### src/include/core_params.svh
// ~~~~~~~~~~~~~~~~~~~~~~~~~~~
// core widths for the memory-access path
// data RAM depth and access latency
// ~~~~~~~~~~~~~~~~~~~~~~~~~~~
`ifndef CORE_PARAMS_SVH
`define CORE_PARAMS_SVH

// datapath and bus widths
`define XLEN         64
`define ADDR_W       64
`define REG_ADDR_W   5
`define INST_W       32

// doublewords held by the data RAM
`define DRAM_WORDS   512
// cycles from an accepted request to the finish pulse
`define DRAM_LATENCY 2

`endif

### src/source/mem_wb_reg.sv
// ~~~~~~~~~~~~~~~~~~~~~~~~~~~
// MEM/WB pipeline register
// holds its contents while the stage stalls
// ~~~~~~~~~~~~~~~~~~~~~~~~~~~
`timescale 1ns/1ps
`include "core_params.svh"

module mem_wb_reg (
    input  logic                   clk,
    input  logic                   rst_i,
    input  logic                   stall_i,

    input  logic                   rd_ena_i,
    input  logic [`REG_ADDR_W-1:0] rd_addr_i,
    input  logic [`XLEN-1:0]       rd_data_i,
    input  logic [`XLEN-1:0]       pc_i,
    input  logic [`INST_W-1:0]     inst_i,

    output logic                   rd_ena_o,
    output logic [`REG_ADDR_W-1:0] rd_addr_o,
    output logic [`XLEN-1:0]       rd_data_o,
    output logic [`XLEN-1:0]       pc_o,
    output logic [`INST_W-1:0]     inst_o
);

    // writeback sees zeros until the first instruction lands
    always_ff @(posedge clk) begin
        if (rst_i) begin
            rd_ena_o  <= 1'b0;
            rd_addr_o <= '0;
            rd_data_o <= '0;
            pc_o      <= '0;
            inst_o    <= '0;
        end else if (!stall_i) begin
            rd_ena_o  <= rd_ena_i;
            rd_addr_o <= rd_addr_i;
            rd_data_o <= rd_data_i;
            pc_o      <= pc_i;
            inst_o    <= inst_i;
        end
    end

    // a stalled cycle leaves writeback untouched
    a_hold: assert property (@(posedge clk) disable iff (rst_i)
        stall_i |=> $stable({rd_ena_o, rd_addr_o, rd_data_o, pc_o, inst_o}))
        else $error("mem_wb_reg: writeback changed after a stalled cycle");

endmodule

### config.mk
export PLATFORM = sky130hd
export DESIGN_NAME = mem_wb_reg
export DESIGN_NICKNAME = d
export VERILOG_FILES = /design/src/source/mem_wb_reg.sv
export VERILOG_INCLUDE_DIRS = /design/src /design/src/include
export SDC_FILE = /design/constraint.sdc
export NUM_CORES = 1
export LEC_CHECK = 0
export ABC_AREA = 1
export BUFFER_PORTS_ARGS = -buffer_cell sky130_fd_sc_hd__buf_2
export CAP_MARGIN = 25
export CORE_MARGIN = 2
export CORE_UTILIZATION = 42
export CTS_CLUSTER_DIAMETER = 150
export DETAILED_ROUTE_END_ITERATION = 8
export PLACE_DENSITY = 0.77
export SYNTH_ARGS = -nofsm -noshare
export SYNTH_HDL_FRONTEND = slang
export SYNTH_SLANG_ARGS = --single-unit
### constraint.sdc
create_clock -name clk -period 0.8 [get_ports clk]
set_input_delay 0.08 -clock clk [delete_from_list [all_inputs] [get_ports clk]]
set_output_delay 0.08 -clock clk [all_outputs]
set_load 0.005 [all_outputs]
# --- Word-level counts from Yosys, hierarchy flattened ---
# Cells that the tools add are included.
word_totals:
  word_cells: 5
  output_inout_bits: 166
  register_bits: 166
  in_bits: 169

# --- Depth between registers and ports, before layout ---
logic_depth:
  ltp_word: 0
  mapped_depth: 6
  mapped_depth_nobuf: 4

# --- Worst setup path before layout ---
# Ideal clock, no wire load.
synth_timing:
  path_type: "input-to-reg"
  from: "input stall_i"
  to: "register rd_data_o[10]"
  setup_slack_ns: 0.067
  n_path_buf: 3
  arrival_ns: 0.620
  required_ns: 0.687
  setup_time_ns: 0.113
  cell_stages: 5
  path_cell_list: "buf_6 -> buf_6 -> clkbuf_4 -> nor2_1 -> nor2_1"
synth_rtl:
  columns: ["item", "line_no", "rtl"]
  rows:
  - ["from (decl)", "mem_wb_reg.sv:11", "input logic stall_i,"]
  - ["to (signal assigned)", "mem_wb_reg.sv:37", "rd_data_o <= rd_data_i;"]
  - ["to (decl)", "mem_wb_reg.sv:21", "output logic [`XLEN-1:0] rd_data_o,"]

# --- Worst setup path after layout ---
layout_timing:
  from: "register pc_o[55]"
  to: "output pc_o[55]"
layout_rtl:
  columns: ["item", "line_no", "rtl"]
  rows:
  - ["from (decl)", "mem_wb_reg.sv:22", "output logic [`XLEN-1:0] pc_o,"]
  - ["from (signal assigned)", "mem_wb_reg.sv:38", "pc_o <= pc_i;"]
# No word-level cell between the ends.

==> summary.md <==
| Metric | Value |
|---|---|
| Outcome | `finished, violations left` |
| Failing checks | `setup timing` |
| P per Cell Area | `1830 nW/µm²` |
| Initial core utilization | `0.431` |
| Area of the multi-input gates | `2510 µm²` |
| Synth cell types | `11` |
| Seq cells post-synth | `166` |
| Vert. Die Dim | `132 µm` |
| # nets final | `1733` |
| PnR worst setup slack | `-0.165 ns` |
| Final Instance Area | `11900 µm²` |
| DRC violations left | `0` |
| Register area share after synthesis | `0.481` |
| CP Max Fanout | `2` |
| Fin. Hold Viols | `0` |
| PortBufs | `334` |
| Post-DP Area | `8680 µm²` |
| Commonest cells in the netlist | `332 x nand2_1, 332 x nor2_1, 167 x inv_1` |
| Synth Net Count | `1221` |
| Setup TNS | `-23.47 ns` |
| GPL Wtd Cong | `0.821` |
| RSZ-0062 raised after global routing | `true` |
| Period utilisation layout | `1.21` |
| Tmin final | `0.965 ns` |
| Number of synthesized flops with an enable pin | `0` |
| Reg area | `3530 µm²` |
| Peak supply drop | `1.31 mV` |
| Synth Cell Area | `6900 µm²` |
| Max Cap Viol | `0` |
| Largest net degree at the start of global routing | `58` |
| Main synth FF type | `dfxtp_1` |
| Filler cells | `955` |
| Largest delay contributor family on the critical path | `flip-flops` |
| Clock buffer depth | `2` |
| Largest cells by area after synthesis | `dfxtp_1 48%, nand2_1 18%, nor2_1 18%` |
| Core ar. | `16000 µm²` |
| Syn Inst Count | `1052` |
| 1st-pass router iterations | `6` |
| CTS buffer count | `17` |
| Clk pin slew, worst setup/hold paths | `0.07 ns` |
| Setup-failing EPs final | `174` |
| Asr flop ratio synth | `0` |
| Worst Skew | `0 ns` |
| Worst Path Buf+Inv | `1` |
| Post-synth top area share | `0.481` |
| Cell chain of the critical path | `buf_2` |
| Worst Path Required | `0.72 ns` |
| CTS sink cnt | `166` |
| Worst-Margin Slew | `0.288 ns` |
| Worst hold margin | `0.150 ns` |
| ANT cells | `0` |
| Syn. warnings | `0` |
| Row count | `46` |
| Initial antenna violation count | `0` |
| Max frequency | `1040 MHz` |
| DR vias | `8276` |
| CP endpoint kind | `primary output` |
| Number of global-route vias before repair | `8083` |
| Die Wd | `132 µm` |
| CP Launch Type | `flip-flop` |
| Initial DRC Count | `528` |
| Slowest stage delay, CP | `0.35 ns` |
| Crit path kind | `flip-flop to primary output` |
| # IOs | `335` |
| Vias per inst | `4.62` |
| Crit-path slowest cell | `dfxtp_2` |
| DR WL/cell | `15.2 µm` |
| DP HPWL | `13300 µm` |
| Worst hold path type | `input pin to flip-flop` |
| Avg Cell Area, Syn | `6.56 µm²` |
| TritonCTS clock tree | `yes` |
| WP data arrival | `0.89 ns` |
| First-pass GRT wire length | `38900 µm` |
| Final Max Tran Viols | `0` |
| Relative slew slack | `0.808` |
| Antenna-violating nets left | `0` |
| Final wirelength | `27200 µm` |
| GRT Overall Usage | `0.277` |
| Clk_lat worst skew | `0.42 ns` |
| Clock root cell | `clkbuf_16` |
| Area Growth Syn to Fin | `72.7%` |
| Pleak | `6.41 nW` |
| Die area | `17500 µm²` |
| Total gr overflow | `0` |
| Layout cells sized above 1 | `0.375` |
| Dominant cell type by area after synthesis | `dfxtp_1` |
| H-tree depth | `4` |
==> cells by family (layout without fill, tap and decap cells) <==
family | Yosys count | after routing | synth area share
simple gates | 664 | 664 | 0.361
buf+inv | 222 | 746 | 0.158
flops | 166 | 166 | 0.481
==> registers in the layout, indices dropped and copies added, names as in the netlist <==
name,count
inst_o,32
pc_o,64
rd_addr_o,5
rd_data_o,64
rd_ena_o,1
==> cell type report <==
| class | count | share of cell area |
|---|---|---|
| Clock buffer | 20 | 0.0383 |
| Clock inverter | 11 | 0.0105 |
| Inverter | 167 | 0.0528 |
| Multi-Input combinational cell | 664 | 0.210 |
| Sequential cell | 166 | 0.296 |
| Tap cell | 216 | 0.0227 |
| Timing Repair Buffer | 548 | 0.369 |
==> worst paths after layout <==
kind	from	end	slack (ns)	cells past startpoint
worst min register to register	rd_data_o[18]$_SDFFE_PP0N_	rd_data_o[18]$_SDFFE_PP0N_	0.50	4
worst max-delay path	pc_o[55]$_SDFFE_PP0N_	pc_o[55]	-0.17	1
worst max register to register	pc_o[50]$_SDFFE_PP0N_	pc_o[50]$_SDFFE_PP0N_	-0.06	4
worst min-delay path	stall_i	pc_o[32]$_SDFFE_PP0N_	0.15	4
==> power breakdown <==
group	total [mW]	switching [mW]	internal (mW)	leakage [nW]
registers	9.39	0.410	8.98	1.43
logic	4.22	1.93	2.30	4.70
clock network	8.23	3.47	4.76	0.282
==> cells in the final DEF, fill, tap and decap left out, drive strengths merged <==
| cell type | instances |
|---|---|
| clkbuf | 20 |
| bufinv | 2 |
| dlygate4sd3 | 166 |
| inv | 168 |
| clkinvlp | 2 |
| dfxtp | 166 |
| nand2 | 332 |
| buf | 382 |
| nor2 | 332 |
| clkinv | 6 |
==> layer usage <==
metal,wire (µm),vias up,track usage
met5,0,-,0
met4,1600,0,0.160
met3,2050,122,0.0830
met2,13900,444,0.509
met1,9590,3729,0.276
li1,-,3981,-
==> metrics by stage <==
step	util	cells	total power, mW	setup WS (ns)
after CTS	0.722	1778	21.3	-0.187
after floorplan	-	1052	10.9	0.0671
after global routing	0.745	1792	22.7	-0.192
after detailed placement	0.543	1575	12.1	-0.0846
final	0.745	1792	21.8	-0.165
after global placement	0.543	1575	12.0	-0.0588
==> what timing repair did <==
item / 4_1_cts / 5_1_grt
endpoints found under the setup margin: 166 / 169
setup buffers: 6 / 14
hold endpoints to repair: 166 / 0
resized for setup: 223 / 55
hold buffers: 166 / 0
pin swaps: 0 / 1
Power figures use the tool's default switching activity.
