**src/include/core_params.svh**
```systemverilog
// ~~~~~~~~~~~~~~~~~~~~~~~~~~~
// core widths for the memory-access path
// data RAM depth and access latency
// ~~~~~~~~~~~~~~~~~~~~~~~~~~~
`ifndef CORE_PARAMS_SVH
`define CORE_PARAMS_SVH

// datapath and bus widths
`define XLEN         64
`define ADDR_W       64
`define REG_ADDR_W   5
`define INST_W       32

// doublewords held by the data RAM
`define DRAM_WORDS   512
// cycles from an accepted request to the finish pulse
`define DRAM_LATENCY 2

`endif

```
**src/source/lsu_op_pkg.sv**
```systemverilog
// ~~~~~~~~~~~~~~~~~~~~~~~~~~~
// load/store select codes (funct3)
// store aliases and instruction-type bit positions
// ~~~~~~~~~~~~~~~~~~~~~~~~~~~
package lsu_op_pkg;

    // width of the one-hot-ish instruction type vector
    localparam int INST_TYPE_W = 8;

    // bit positions inside the instruction type vector
    localparam int INST_STORE_BIT = 0;
    localparam int INST_LOAD_BIT  = 1;

    // funct3 of the load instructions
    typedef enum logic [2:0] {
        LS_LB  = 3'd0,
        LS_LH  = 3'd1,
        LS_LW  = 3'd2,
        LS_LD  = 3'd3,
        LS_LBU = 3'd4,
        LS_LHU = 3'd5,
        LS_LWU = 3'd6
    } ls_sel_e;

    // stores reuse the low four codes of the same field
    localparam ls_sel_e SEL_SB = LS_LB;
    localparam ls_sel_e SEL_SH = LS_LH;
    localparam ls_sel_e SEL_SW = LS_LW;
    localparam ls_sel_e SEL_SD = LS_LD;

endpackage

```
**src/source/dbus_pkg.sv**
```systemverilog
// ~~~~~~~~~~~~~~~~~~~~~~~~~~~
// data bus access-size codes
// lane view of one 64-bit data word
// ~~~~~~~~~~~~~~~~~~~~~~~~~~~
`include "core_params.svh"

package dbus_pkg;

    // size of a RAM access, 3'b111 means no access
    typedef enum logic [2:0] {
        SIZE_BYTE   = 3'b000,
        SIZE_HALF   = 3'b001,
        SIZE_WORD   = 3'b010,
        SIZE_DOUBLE = 3'b100,
        SIZE_NONE   = 3'b111
    } access_size_e;

    // one doubleword seen as bytes, halves, words or whole
    // lane 0 is the least significant in every view
    typedef union packed {
        logic [`XLEN/8-1:0][7:0]   b;
        logic [`XLEN/16-1:0][15:0] h;
        logic [`XLEN/32-1:0][31:0] w;
        logic [`XLEN-1:0]          d;
    } dword_lanes_u;

endpackage

```
**src/source/mem_stage.sv**
```systemverilog
// ~~~~~~~~~~~~~~~~~~~~~~~~~~~
// memory-access stage
// store lane placement and byte mask, load extraction
// access-size codes and stall level
// ~~~~~~~~~~~~~~~~~~~~~~~~~~~
`timescale 1ns/1ps
`include "core_params.svh"

module mem_stage (
    input  logic                                rst_i,
    input  logic [lsu_op_pkg::INST_TYPE_W-1:0]  inst_type_i,
    input  logic                                rd_ena_i,
    input  logic [`XLEN-1:0]                    op2_i,
    input  logic [`REG_ADDR_W-1:0]              rd_addr_i,
    input  logic [`XLEN-1:0]                    pc_i,
    input  logic [`INST_W-1:0]                  inst_i,
    input  logic [`ADDR_W-1:0]                  ls_addr_i,
    input  lsu_op_pkg::ls_sel_e                 ls_sel_i,

    input  logic [`XLEN-1:0]                    ram_rdata_i,
    input  logic                                ram_finish_i,
    output logic [`ADDR_W-1:0]                  ram_addr_o,
    output logic [`XLEN-1:0]                    ram_wdata_o,
    output logic [7:0]                          ram_wmask_o,
    output logic                                ram_we_o,
    output logic                                ram_re_o,
    output dbus_pkg::access_size_e              ram_wsize_o,
    output dbus_pkg::access_size_e              ram_rsize_o,

    output logic                                rd_ena_o,
    output logic [`REG_ADDR_W-1:0]              rd_addr_o,
    output logic [`XLEN-1:0]                    rd_data_o,
    output logic [`XLEN-1:0]                    pc_o,
    output logic [`INST_W-1:0]                  inst_o,
    output logic                                stall_o
);

    logic [2:0]             byte_sel;
    logic [1:0]             half_sel;
    logic                   word_sel;

    dbus_pkg::dword_lanes_u st_lanes;
    logic [7:0]             st_mask;
    dbus_pkg::access_size_e st_size;

    dbus_pkg::dword_lanes_u ld_lanes;
    logic [7:0]             ld_byte;
    logic [15:0]            ld_half;
    logic [31:0]            ld_word;
    logic [`XLEN-1:0]       ld_data;
    dbus_pkg::access_size_e ld_size;

    // lane selects from the low address bits
    assign byte_sel = ls_addr_i[2:0];
    assign half_sel = ls_addr_i[2:1];
    assign word_sel = ls_addr_i[2];

    // strobes straight from the instruction type, quiet in reset
    assign ram_we_o = !rst_i && inst_type_i[lsu_op_pkg::INST_STORE_BIT];
    assign ram_re_o = !rst_i && inst_type_i[lsu_op_pkg::INST_LOAD_BIT];

    // store: drop the operand into its lanes and mark those bytes
    always_comb begin
        st_lanes.d = '0;
        st_mask    = '0;
        st_size    = dbus_pkg::SIZE_NONE;
        case (ls_sel_i)
            lsu_op_pkg::SEL_SB: begin
                st_lanes.b[byte_sel] = op2_i[7:0];
                st_mask              = 8'b0000_0001 << byte_sel;
                st_size              = dbus_pkg::SIZE_BYTE;
            end
            lsu_op_pkg::SEL_SH: begin
                st_lanes.h[half_sel] = op2_i[15:0];
                st_mask              = 8'b0000_0011 << {half_sel, 1'b0};
                st_size              = dbus_pkg::SIZE_HALF;
            end
            lsu_op_pkg::SEL_SW: begin
                st_lanes.w[word_sel] = op2_i[31:0];
                st_mask              = 8'b0000_1111 << {word_sel, 2'b00};
                st_size              = dbus_pkg::SIZE_WORD;
            end
            lsu_op_pkg::SEL_SD: begin
                st_lanes.d = op2_i;
                st_mask    = 8'hff;
                st_size    = dbus_pkg::SIZE_DOUBLE;
            end
            default: ;
        endcase
    end

    assign ram_addr_o  = ls_addr_i;
    assign ram_wdata_o = ram_we_o ? st_lanes.d : '0;
    assign ram_wmask_o = ram_we_o ? st_mask : '0;
    assign ram_wsize_o = ram_we_o ? st_size : dbus_pkg::SIZE_NONE;

    // load: pick the addressed lane out of the returned word
    assign ld_lanes = ram_rdata_i;
    assign ld_byte  = ld_lanes.b[byte_sel];
    assign ld_half  = ld_lanes.h[half_sel];
    assign ld_word  = ld_lanes.w[word_sel];

    always_comb begin
        ld_data = '0;
        ld_size = dbus_pkg::SIZE_NONE;
        case (ls_sel_i)
            lsu_op_pkg::LS_LB: begin
                ld_data = {{(`XLEN-8){ld_byte[7]}}, ld_byte};
                ld_size = dbus_pkg::SIZE_BYTE;
            end
            lsu_op_pkg::LS_LH: begin
                ld_data = {{(`XLEN-16){ld_half[15]}}, ld_half};
                ld_size = dbus_pkg::SIZE_HALF;
            end
            lsu_op_pkg::LS_LW: begin
                ld_data = {{(`XLEN-32){ld_word[31]}}, ld_word};
                ld_size = dbus_pkg::SIZE_WORD;
            end
            lsu_op_pkg::LS_LD: begin
                ld_data = ld_lanes.d;
                ld_size = dbus_pkg::SIZE_DOUBLE;
            end
            lsu_op_pkg::LS_LBU: begin
                ld_data = {{(`XLEN-8){1'b0}}, ld_byte};
                ld_size = dbus_pkg::SIZE_BYTE;
            end
            lsu_op_pkg::LS_LHU: begin
                ld_data = {{(`XLEN-16){1'b0}}, ld_half};
                ld_size = dbus_pkg::SIZE_HALF;
            end
            lsu_op_pkg::LS_LWU: begin
                ld_data = {{(`XLEN-32){1'b0}}, ld_word};
                ld_size = dbus_pkg::SIZE_WORD;
            end
            default: ;
        endcase
    end

    assign ram_rsize_o = ram_re_o ? ld_size : dbus_pkg::SIZE_NONE;

    // only loads produce a result on this path
    assign rd_data_o = ram_re_o ? ld_data : '0;
    assign rd_ena_o  = rd_ena_i;
    assign rd_addr_o = rd_addr_i;
    assign pc_o      = pc_i;
    assign inst_o    = inst_i;

    // hold upstream until the RAM reports completion
    assign stall_o = (ram_re_o || ram_we_o) && !ram_finish_i;

    // a store always writes some bytes and nothing else does
    // upstream must never flag an instruction as both load and store
    always_comb begin
        if (!rst_i) begin
            assert (ram_we_o == (ram_wmask_o != '0))
                else $error("mem_stage: write strobe %b with write mask %h",
                            ram_we_o, ram_wmask_o);
            assert (!(ram_re_o && ram_we_o))
                else $error("mem_stage: load and store strobes high together");
        end
    end

endmodule

```
**config.mk**
```make
export PLATFORM = sky130hd
export DESIGN_NAME = mem_stage
export DESIGN_NICKNAME = d
export VERILOG_FILES = /design/src/source/lsu_op_pkg.sv /design/src/source/dbus_pkg.sv /design/src/source/mem_stage.sv
export VERILOG_INCLUDE_DIRS = /design/src /design/src/include
export SDC_FILE = /design/constraint.sdc
export NUM_CORES = 1
export LEC_CHECK = 0
export CAP_MARGIN = 0
export CORE_AREA = 4 4 238 240
export DETAILED_ROUTE_END_ITERATION = 12
export DIE_AREA = 0 0 242 244
export DONT_BUFFER_PORTS = 1
export REMOVE_ABC_BUFFERS = 1
export SYNTH_ARGS = -nofsm -noshare
export SYNTH_HDL_FRONTEND = slang
export SYNTH_SLANG_ARGS = --single-unit
export TNS_END_PERCENT = 1
```
**constraint.sdc**
```tcl
create_clock -name vclk -period 3.65
set_input_delay 1.095 -clock vclk [all_inputs]
set_output_delay 1.095 -clock vclk [all_outputs]
set_load 0.01 [all_outputs]
```
### Yosys cells after proc, flatten, opt, wreduce, memory -nomap -nowiden

Cells that the tools add are included.
W data, S select, Z words.

* flip-flop bits (word level): 0
* input bits: 307
* output and inout bits: 311
* logic and storage cells: 53

* order comparisons: 6
* equality and inequality tests: 6
* shift-type cells: 3
* mux-type cells: 22
* bitwise operators: 3
* reductions and logical operators: 13

Operator list (count)
* $pmux W64 S7: 1
* $pmux W64 S4: 1
* $and A64 B64 Y64: 3
* $mux W64: 2
* $mux W32: 3
* $bmux W16 S2: 1
* $demux W16 S2: 1
* $demux W32 S1: 1
* $mux W16: 2
* $pmux W8 S4: 1
* $bmux W8 S3: 1
* $demux W8 S3: 1
* $mux W8: 3
* $pmux W3 S4: 2
* $eq A3 B3 Y1 const B: 3
* $shl A1 B3 Y8 const A: 1
* $shl A2 B3 Y8 const A: 1
* $shl A4 B3 Y8 const A: 1
* $eq A3 B2 Y1 const B: 2
* $logic_and A1 B1 Y1: 6
* $mux W3: 2
* $reduce_or A2 Y1: 3
* $lt A3 B4 Y1 const B: 1
* $eq A3 B1 Y1 const B: 1
* 8 further kinds: 9

### Depth between registers and ports, before layout

* depth after elaboration: 7
* mapped depth: 8
* gate-level depth less buffers: 5

### Least setup slack after synthesis

Ideal clock, no wire load.

* path type: input -> output
* from: in inst_type_i[0] (netlist bit)
* to: out ram_wdata_o[0]
* data arrival time: 2.545 ns
* required time: 2.555 ns
* path slack: 0.010 ns
* cell stages on the path: 4
* buffers on the path: 0
* path through: nor2b_1 > nand2_1 > a211oi_1 > and2_1

* word-level cells in the longest chain between the ends: 2

Ends and longest elaborated chain
* from (decl): RTL line mem_stage.sv:11 `input logic [lsu_op_pkg::INST_TYPE_W-1:0] inst_type_i,`
* $logic_and A1 B1 Y1: RTL line mem_stage.sv:59 `assign ram_we_o = !rst_i && inst_type_i[lsu_op_pkg::INST_STORE_BIT];`
* $mux W64: RTL line mem_stage.sv:93 `assign ram_wdata_o = ram_we_o ? st_lanes.d : '0;`
* to (decl): RTL line mem_stage.sv:23 `` output logic [`XLEN-1:0] ram_wdata_o, ``

No other way between the ends.

### Worst setup path after layout

* from: in ls_addr_i[1]
* to: out rd_data_o[52]

* word-level cells in the longest chain between the ends: 4
* elaborated cells between the ends (all ways): 6
* those cells by class: mux (6)

Ends and longest elaborated chain
* from (decl): RTL line mem_stage.sv:17 `` input logic [`ADDR_W-1:0] ls_addr_i, ``
* $bmux W8 S3 / $bmux W16 S2 (equally long branches): RTL line mem_stage.sv:99, mem_stage.sv:100
* $mux W8 (not written as such) / $mux W16 (equally long branches): RTL line mem_stage.sv:99, mem_stage.sv:100
* $pmux W64 S7 (*): RTL line mem_stage.sv:106 `case (ls_sel_i)`
* $mux W64 (*): RTL line mem_stage.sv:142 `assign rd_data_o = ram_re_o ? ld_data : '0;`
* to (decl): RTL line mem_stage.sv:32 `` output logic [`XLEN-1:0] rd_data_o, ``

Every way passes the cells marked *; elsewhere a longest branch is shown, timed or not. The select of a mux whose other input is x is not followed.

==> metrics <==
status complete, no violations; placed instance area 4777 sq um; die area 59050 sq um; Seq cells 0; DPL Wire Length 42610 um; first-pass iteration count of the detailed router 6; Peak supply drop 0.00003272 V; pwr dens 89.61 nW/um^2; number of buffers inserted to repair setup after CTS 0; combined area of all synthesized cells 4476 sq um; Tcrit/Tclk final 99.59%; most frequent cells in the layout 102 x sky130_fd_sc_hd__buf_4, 69 x sky130_fd_sc_hd__nor2_1, 65 x sky130_fd_sc_hd__a21oi_1; number of stages on the worst hold path 0; commonest non-fill, non-tap cell in the layout sky130_fd_sc_hd__buf_4; final-report max-slew violation count 0; number of vias per cell after detailed routing 4.108; number of instances in the synthesized netlist 662; post-route cell area 4802 sq um; count of port buffers added during placement 0; detailed-route DRC error count 0; Worst-Margin Slew 0.7767 ns; setup violators final 0; crit path max fanout 35; core region area 54660 sq um; RSZ-0062 raised after global routing true; area grow syn2layout 7.297%; Clock power frac 0%; Power, Total 430.3 uW; synth unique cells 48; floorplan die height 244 um; ports placed on the boundary 618; startpoint types primary input; sw frac 55.12%; global-route wire length before repair 59690 um; number of antenna violations at the first check in global routing 3; clk_buf instances 0; min cycle time layout 3.635 ns; post-route antenna net violation count 0; share of the yosys chip area belonging to registers 0%; achievable frequency 275.1 MHz; net total in the final layout 856; Final Instance Count excl. Fillers 1254; max cap viols 0; weighted congestion at the end of routability-driven global placement 0.8350; pin count of the biggest net entering global routing 64; DRC violation total after the first TritonRoute iteration 747; die width 242 um; Yosys warnings 0; relative contribution of combinational cells to total power 100.0%; Psw 237.2 uW; vias in the first global route 4640; headroom to the max-slew limit 48.13%; internal power summed over all cells 193.1 uW; number of hold buffers added after cts 0; Lkg Pwr 0.001388 uW; detailed-route via count 5152; start-to-end type of the worst setup path in -> out; Cells after DPL 1251; total track usage 15.36%; worst endpoint required time 2.55 ns; worst path arrival time 2.54 ns; endpoint type of the worst setup path output port; worst min-delay path class in -> out; syn_area_per_cell 6.761 sq um; ratio of cells with drive above 1 in the final layout 33.27%; register area 0 sq um; count of endpoints failing hold in the final timing report 0; total congestion overflow after global routing 0; routed wire length 48900 um; starting utilization of the core area 8.188%; Row Count 86; mean routed wirelength per cell 39.00 um; power share of the sequential group 0%
[stage by stage]
stage                     setup WS [ns]  hold WS (ns)  utilization (%)  setup TNS [ns]
after floorplan                  -3.476         2.190                -         -273.46
after global placement          -0.3591         2.190            8.739          -4.617
after global routing           -0.03668         2.190            8.771         -0.1040
final                           0.01501         2.190            8.785               0
after detailed placement        -0.3809         2.190            8.739          -4.999
after CTS                       0.01434         2.190            8.767               0
[worst max-delay path: stages]
cell                      delay, ns
sky130_fd_sc_hd__mux4_2        0.50
sky130_fd_sc_hd__o22ai_2       0.17
sky130_fd_sc_hd__o31a_1        0.22
sky130_fd_sc_hd__o31a_4        0.21
sky130_fd_sc_hd__buf_12        0.17
sky130_fd_sc_hd__a21oi_1       0.15
[cell type report]
type | instances | area [sq um]
antenna | 3 | 7.507
tap | 704 | 880.8
inverter | 3 | 11.26
timing repair buffer | 112 | 965.9
multi-input combinational | 432 | 2937
fill | 6448 | 49860
[path summary, 6_finish.rpt]
kind,from,end,slack [ns]
max,ls_addr_i[1],rd_data_o[52],0.02
min,rd_addr_i[2],rd_addr_o[2],2.19
[cell usage after synthesis, drive strengths merged, types with 6 or more instances]
cell type,n,area [sq um]
buf,201,1483
a21oi,85,500.5
nor2,73,274.0
a22oi,59,442.9
nand2,55,206.5
a222oi,39,390.4
mux2,28,315.3
clkbuf,26,97.59
and2,11,68.82
mux2i,8,80.08
nand2b,7,43.79
nor3,7,45.04
o22ai,7,50.05
nor2b,6,37.54
nor3b,6,45.04
o31ai,6,45.04
[routing by layer]
layer  share of wire [%]  routed length [um]  GRT usage [%]  vias up
met1                  32               15440          15.67     2340
met4                 1.3                 653          1.520       14
met5                0.67                 329          4.412        -
met2                  39               18910          21.12      724
met3                  28               13570          17.66       37
li1                    -                   -              -     2037
[power groups by stage]
| stage | combinational, uW | clock, uW | sequential [uW] |
|---|---|---|---|
| 6_report | 430 | 0.000115 | 0 |
| 5_1_grt | 466 | 0 | 0 |
| 4_1_cts | 431 | 0 | 0 |
| 3_5_place_dp | 428 | 0 | 0 |
| 3_3_place_gp | 426 | 0 | 0 |
| 2_1_floorplan | 250 | 0 | 0 |
[kinds of logic (layout without fill, tap and decap cells)]
| group | count (synthesis) | count (layout) | share of synthesized area (%) |
|---|---|---|---|
| AO/OA/AOI/OAI | 217 | 217 | 35.64 |
| buffers and inverters | 230 | 115 | 35.56 |
| multiplexers | 40 | 40 | 10.85 |
| other | 0 | 3 | 0 |
| AND/OR/NAND/NOR | 175 | 175 | 17.95 |
[what timing repair did]
| action | in CTS | in global routing |
|---|---|---|
| pin swaps | 1 | 0 |
| cloned | 0 | 0 |
| endpoints found under the setup margin | 18 | 11 |
| gates resized for setup | 5 | 1 |
No activity file was read; power rests on OpenSTA's default activity.
